`src/arf_pkg.sv`:
```
`default_nettype none

package arf_pkg;

  parameter int num_arch_regs = 32;
  parameter int reg_sel_w     = 5;
  parameter int data_w        = 32;
  parameter int rrf_tag_w     = 6;
  parameter int max_spec      = 8;  // only the low num_spec bits are live

  typedef logic [reg_sel_w-1:0] reg_idx_t;
  typedef logic [rrf_tag_w-1:0] rrf_tag_t;
  typedef logic [max_spec-1:0]  spec_vec_t;

  // 3 bits leaves room for more resolution kinds
  typedef enum logic [2:0] {
    br_none    = 3'd0,
    br_success = 3'd1,
    br_miss    = 3'd2
  } br_kind_e;

  typedef struct packed {
    br_kind_e  kind;
    spec_vec_t tag;    // one-hot checkpoint
  } branch_res_t;

  typedef struct packed {
    logic     busy;
    rrf_tag_t tag;
  } map_entry_t;

  typedef map_entry_t [num_arch_regs-1:0] map_state_t;

  typedef struct packed {
    reg_idx_t rs1_1;
    reg_idx_t rs2_1;
    reg_idx_t rs1_2;
    reg_idx_t rs2_2;
  } read_addrs_t;

  typedef struct packed {
    logic [data_w-1:0] data;
    rrf_tag_t          tag;
    logic              busy;
  } operand_t;

  typedef struct packed {
    logic              valid;
    reg_idx_t          dst;      // architectural destination
    logic [data_w-1:0] data;
    rrf_tag_t          rrf_tag;
  } commit_t;

  typedef struct packed {
    logic      valid;
    reg_idx_t  dst;
    rrf_tag_t  rrf_tag;
    spec_vec_t mpft_valid;  // 1 = checkpoint j not touched
  } dispatch_t;

endpackage

`default_nettype wire

```
`src/reg_file.sv`:
```
`default_nettype none

module reg_file (
  input  wire                            clk,
  input  wire  arf_pkg::read_addrs_t     read_addrs,
  input  wire  arf_pkg::commit_t         commit1,
  input  wire  arf_pkg::commit_t         commit2,
  output logic [arf_pkg::data_w-1:0]     rdata1,
  output logic [arf_pkg::data_w-1:0]     rdata2,
  output logic [arf_pkg::data_w-1:0]     rdata3,
  output logic [arf_pkg::data_w-1:0]     rdata4
);

  logic [arf_pkg::data_w-1:0] mem [arf_pkg::num_arch_regs];

  logic we1;
  logic we2;

  // r0 is hardwired, never written
  assign we1 = commit1.valid && (commit1.dst != '0);
  assign we2 = commit2.valid && (commit2.dst != '0);

  always_ff @(posedge clk) begin
    if (we1) begin
      mem[commit1.dst] <= commit1.data;
    end
    if (we2) begin
      mem[commit2.dst] <= commit2.data;  // last write wins on same reg
    end
  end

  // combinational reads, r0 forced to zero
  always_comb begin
    rdata1 = mem[read_addrs.rs1_1];
    rdata2 = mem[read_addrs.rs2_1];
    rdata3 = mem[read_addrs.rs1_2];
    rdata4 = mem[read_addrs.rs2_2];
    if (read_addrs.rs1_1 == '0) begin
      rdata1 = '0;
    end
    if (read_addrs.rs2_1 == '0) begin
      rdata2 = '0;
    end
    if (read_addrs.rs1_2 == '0) begin
      rdata3 = '0;
    end
    if (read_addrs.rs2_2 == '0) begin
      rdata4 = '0;
    end
  end

endmodule

`default_nettype wire

```
`config.mk`:
```
export PLATFORM = sky130hd
export DESIGN_NAME = reg_file
export DESIGN_NICKNAME = d
export VERILOG_FILES = /design/src/arf_pkg.sv /design/src/reg_file.sv
export SDC_FILE = /design/constraint.sdc
export NUM_CORES = 2
export LEC_CHECK = 0
export BUFFER_PORTS_ARGS = -buffer_cell sky130_fd_sc_hd__buf_2
export CAP_MARGIN = 20
export CORE_UTILIZATION = 35
export CTS_CLUSTER_SIZE = 8
export DETAILED_ROUTE_END_ITERATION = 16
export GPL_TIMING_DRIVEN = 0
export PLACE_DENSITY_LB_ADDON = 0.3
export SLEW_MARGIN = 20
export SYNTH_ARGS = -nofsm -noshare
export SYNTH_HDL_FRONTEND = slang
export SYNTH_SLANG_ARGS = --single-unit
```
`constraint.sdc`:
```
create_clock -name clk -period 3.7 [get_ports clk]
set_clock_uncertainty 0.1 [all_clocks]
set_input_delay 0.185 -clock clk [delete_from_list [all_inputs] [get_ports clk]]
set_output_delay 0.185 -clock clk [all_outputs]
set_load 0.03 [all_outputs]
```
==> Word level (Yosys, flattened, before mapping) <==
Memory sizes are Yosys's and may differ from the RTL's.
Index checks and enable logic that the tools add are counted.
{ "word_totals": {"regBits": 0, "mem_bits_rw": 1024, "out_inout_bits": 128, "memories": 1} }
{ "op_classes": {"muxes": 8, "reduce_logical": 8} }
{ "memory_table": {"columns": ["memory", "words", "width", "rd", "rd_clocked_by_memory_dff", "write_ports", "line", "source"], "rows": [
  ["mem", 32, 32, 4, 0, 2, "reg_file.sv:14", "logic [arf_pkg::data_w-1:0] mem [arf_pkg::num_arch_regs];"]
]} }
{ "ops": {"columns": ["op", "count"], "rows": [
  ["two-way mux 32 bit", 4],
  ["logical NOT 5 bit", 4],
  ["nonzero test 5 bit", 2],
  ["two-way mux 1 bit", 4],
  ["logical AND 1 bit", 2]
]} }

==> Depth between registers and ports, before layout <==
{ "depth": {"word_depth": 4, "depth_mapped": 7, "ltp_nobuf": 4} }

==> Worst setup path after synthesis <==
No wires, ideal clock.
{ "synth_path": {"kind": "input -> register", "start": "input commit1[38] (netlist bit)", "end": "memory mem[4][0] (netlist bit), enable pin", "setup_ns": 0.466, "t_arrival_ns": 2.929, "t_required_ns": 3.134, "path_slack_ns": 0.206, "cell_stages": 3, "n_path_buf": 1, "cell_sequence": "or2_2 clkbuf_1 o21ai_0"} }
{ "synth_rtl": {"columns": ["item", "line", "source"], "rows": [
  ["from (decl)", "reg_file.sv:6", "input wire arf_pkg::commit_t commit1,"],
  ["to (decl)", "reg_file.sv:14", null]
]} }

==> Worst setup path in the final report <==
{ "layout_path": {"start": "input read_addrs[17] (netlist bit)", "end": "output rdata1[17] (netlist bit)"} }
{ "layout_via": {"elab_chain_cells": 2, "word_cells_on_any_way": 3, "classes_between": "1 x mux; 1 x reduce/logical; 1 x memory"} }
{ "layout_rtl": {"columns": ["item", "line", "source"], "rows": [
  ["from (decl)", "reg_file.sv:5", "input wire arf_pkg::read_addrs_t read_addrs,"],
  ["memory read (32 x 32 bit) / logical NOT 5 bit (equally long branches)", null, null],
  ["two-way mux 32 bit *", "reg_file.sv:38", "if (read_addrs.rs1_1 == '0) begin"],
  ["to (decl)", "reg_file.sv:8", "output logic [arf_pkg::data_w-1:0] rdata1,"]
]} }
Every way passes the cells marked *; elsewhere a longest branch is shown, timed or not.

==> impl_results.md <==
- Num CTS Buffers: 149
- WP data required: 3.41 ns
- Ys flop type: edfxtp_1
- Synth Area in XOR/XNOR: 0%
- Nets@finish: 5764
- Die area: 222000 um^2
- Area contributors post-synth: edfxtp_1 40%, mux4_2 26%, mux2_2 11%
- RSZ-0062 raised after global routing: no
- Hpwl dp: 327 mm
- Largest registers: mem (1024)
- Post-synth top area cell: edfxtp_1
- Share of layout cells above drive strength 1: 46.9%
- Crit path capture type: primary output
- GPL Wtd Cong: 1.05
- Failing checks: setup timing
- TritonCTS clock tree: done
- CP arrival: 3.66 ns
- Register area: 30700 um^2
- Yosys top cell area share: 39.9%
- Compound-Gate Fraction of Synth Area: 7.06%
- DP Area: 85200 um^2
- Final cell count without fillers: 8591
- Fill cells: 19.8k
- Hold Fails Final Rpt: 0
- Sequential share of the synthesized area: 39.9%
- Total grt overflow: 0
- Area growth from synthesis to final layout: 17.0%
- Pre-antenna DRT Iters: 7
- DRC: 0
- Power density over cell area: 379 nW/um^2
- Cells along the critical path: buf_4 -> buf_4 -> buf_2 -> buf_2 -> a211oi_1 -> a311oi_1 -> buf_2
- Port Buffers: 204
- Initial drt markers: 13.5k
- Worst-Margin Slew: 1.42 ns
- Row count: 171
- All-Layer GR Usage: 39.6%
- Via count: 66.6k
- Crit Path Max Fanout: 10
- Dpl cells: 8295
- Post-Synth Simple-Gate Area: 2.20%
- Reg with most FFs: mem
- Worst path slowest cell: buf_2
- Hold WS: 0.0368 ns
- Final slew viol count: 0
- Slew Limit Headroom: 5.56%
- MaxCap Viol Count: 0
- FMAX: 254 MHz
- Mapped Cells: 5094
- Mapped Area: 77200 um^2
- Post-synthesis cell type count: 44
- Number of global-route vias before repair: 61.1k
- EDFF count, synth: 1024
- Root Driver: clkbuf_16
- Synthesized area per cell: 15.1 um^2
- CP most frequent cell: buf_2
- Post-DR vias/cell: 7.75
- Starting density of the core: 35.4%
- Post-route ant nets: 0
- Drt wl/cell: 52.6 um
- Worst setup path endpoint: rdata1[17]
- Ys Warns: 0
- DIE WIDTH: 472 um
- CP Class: in2out
- Setup Buffers After CTS: 0
- Core area: 218000 um^2
- First-pass GRT wire length: 580 mm
- Multi-input gate area: 43200 um^2
- Die extent in y: 472 um
- Ys async rst share: 0%
- Minimum clock period: 3.94 ns
- WL final: 452 mm
- H-tree Lvls: 4
- Combinational family with the most area after synthesis: multiplexers
- Mux share of post-synthesis cell area: 45.8%
- Largest net degree at the start of global routing: 20
- Maximum VDD drop: 0.000576 V
- Setup_tns: -7.70 ns
- Clock input transition at the sequential cells of the worst setup and hold paths: 0.05 ns
- Slowest cell delay on critical path: 0.72 ns
- Worst Setup Start Kind: input pin
- Bufs on Longest Clock Path: 3
- Initial antenna violation count: 50
- Clk sink count: 1024
- Worst Setup Slack, final: -0.241 ns
- Hold WC Path Type: in2reg
- Status: finished with violations
- Num ports: 237
- Max reg flops: 1024
- #FFs+latches synth: 1024
- Finished Cell Area: 90300 um^2
- Fin crit share: 107%
- Critical Path Start: read_addrs[17]
- # setup viols final: 80
- Leakage: 29.5 nW
- Worst hold stages: 3
- Post-Synth Adder-Cell Area: 0%
-- kinds of logic (layout without fill, tap and decap cells) --
| family | after synthesis | after routing |
|---|---|---|
| flip-flops | 1024 | 1024 |
| buffers and inverters | 736 | 1295 |
| AND/OR/NAND/NOR | 296 | 296 |
| multiplexers | 2272 | 2272 |
| AO/OA/AOI/OAI | 765 | 765 |
| other | 1 | 85 |
-- stage by stage --
step	util, %	power (mW)	setup slack, ns
after floorplan	-	17.6	0.206
after global placement	37.5	20.4	-5.59
after detailed placement	39.1	20.6	-0.787
after CTS	41.3	33.6	0.00945
after global routing	41.4	34.3	0.00497
final	41.4	34.2	-0.241
-- layout make-up --
cell class              instances  share of cell area [%]
clock buffers                 158                    4.21
inverters                       4                  0.0166
well taps                    2854                    3.95
repair buffers                382                    5.01
flip-flops and latches       1024                    34.1
plain buffers                 729                    4.44
multi-input cells            3365                    47.8
clock inverters                22                   0.348
diodes                         53                   0.147
-- cells in the mapped netlist, drive strengths merged, types with 6 or more instances --
| master | instances |
|---|---|
| o21ai | 237 |
| a311oi | 128 |
| o22ai | 16 |
| nor2 | 30 |
| a211oi | 128 |
| mux4 | 896 |
| nand2b | 6 |
| buf | 373 |
| edfxtp | 1024 |
| mux2i | 256 |
| clkbuf | 359 |
| a221oi | 94 |
| nand3 | 6 |
| or2 | 6 |
| nand2 | 88 |
| o2111ai | 34 |
| a22oi | 128 |
| nor2b | 139 |
| mux2 | 1120 |
-- worst min-delay path by stage --
| stage | startpoint | to | slack [ns] |
|---|---|---|---|
| 3_3_place_gp | commit2[11] | mem[12][5] | 0.42 |
| 4_1_cts | commit2[42] | mem[24][1] | 0.01 |
| 5_1_grt | commit2[42] | mem[24][1] | 0.03 |
| 6_report | commit2[40] | mem[20][29] | 0.04 |
| 2_1_floorplan | commit1[6] | mem[0][0] | 0.25 |
| 3_5_place_dp | commit2[36] | mem[31][30] | 0.42 |
-- routing by layer --
layer / global-route usage, % / up-vias / part of all wire [%]
li1: - / 22700 / -
met2: 53.6 / 7930 / 40
met4: 28.8 / 49 / 8.9
met3: 20.6 / 2142 / 17
met1: 47.3 / 33800 / 34
met5: 1.71 / - / 0.19
-- repair_timing --
action,CTS,global route
hold endpoints to repair,193,0
endpoints found under the setup margin,118,34
cloned,0,0
resized for setup,27,26
hold buffers,65,0
-- critical path, delay by kind of cell --
family	cells	cell delay, ns
buffers and inverters	5	2.39
AOI/OAI and AO/OA	2	0.99
-- layout by cell type, fill, tap and decap left out, types with 32 or more instances in the layout --
cell type	n
buf_4	112
a221oi_1	94
clkbuf_2	81
mux4_2	896
edfxtp_1	1024
mux2_2	746
conb_1	32
nor2b_1	134
o2111ai_1	34
buf_16	92
a22oi_1	128
diode_2	53
clkbuf_16	151
dlygate4sd3_1	65
buf_6	70
mux2i_1	256
nand2_1	88
a311oi_1	115
clkbuf_1	276
mux2_1	374
a211oi_1	128
buf_2	402
o21ai_1	200
-- power by group --
| group | leakage (nW) | switching, mW | internal, mW | total [mW] |
|---|---|---|---|---|
| Clock | 2.01 | 5.82 | 7.41 | 13.2 |
| Sequential | 9.27 | 0.273 | 13.1 | 13.4 |
| Combinational | 18.3 | 4.86 | 2.73 | 7.58 |
| Total | 29.5 | 11.0 | 23.3 | 34.2 |
No activity file was read; power rests on OpenSTA's default activity.
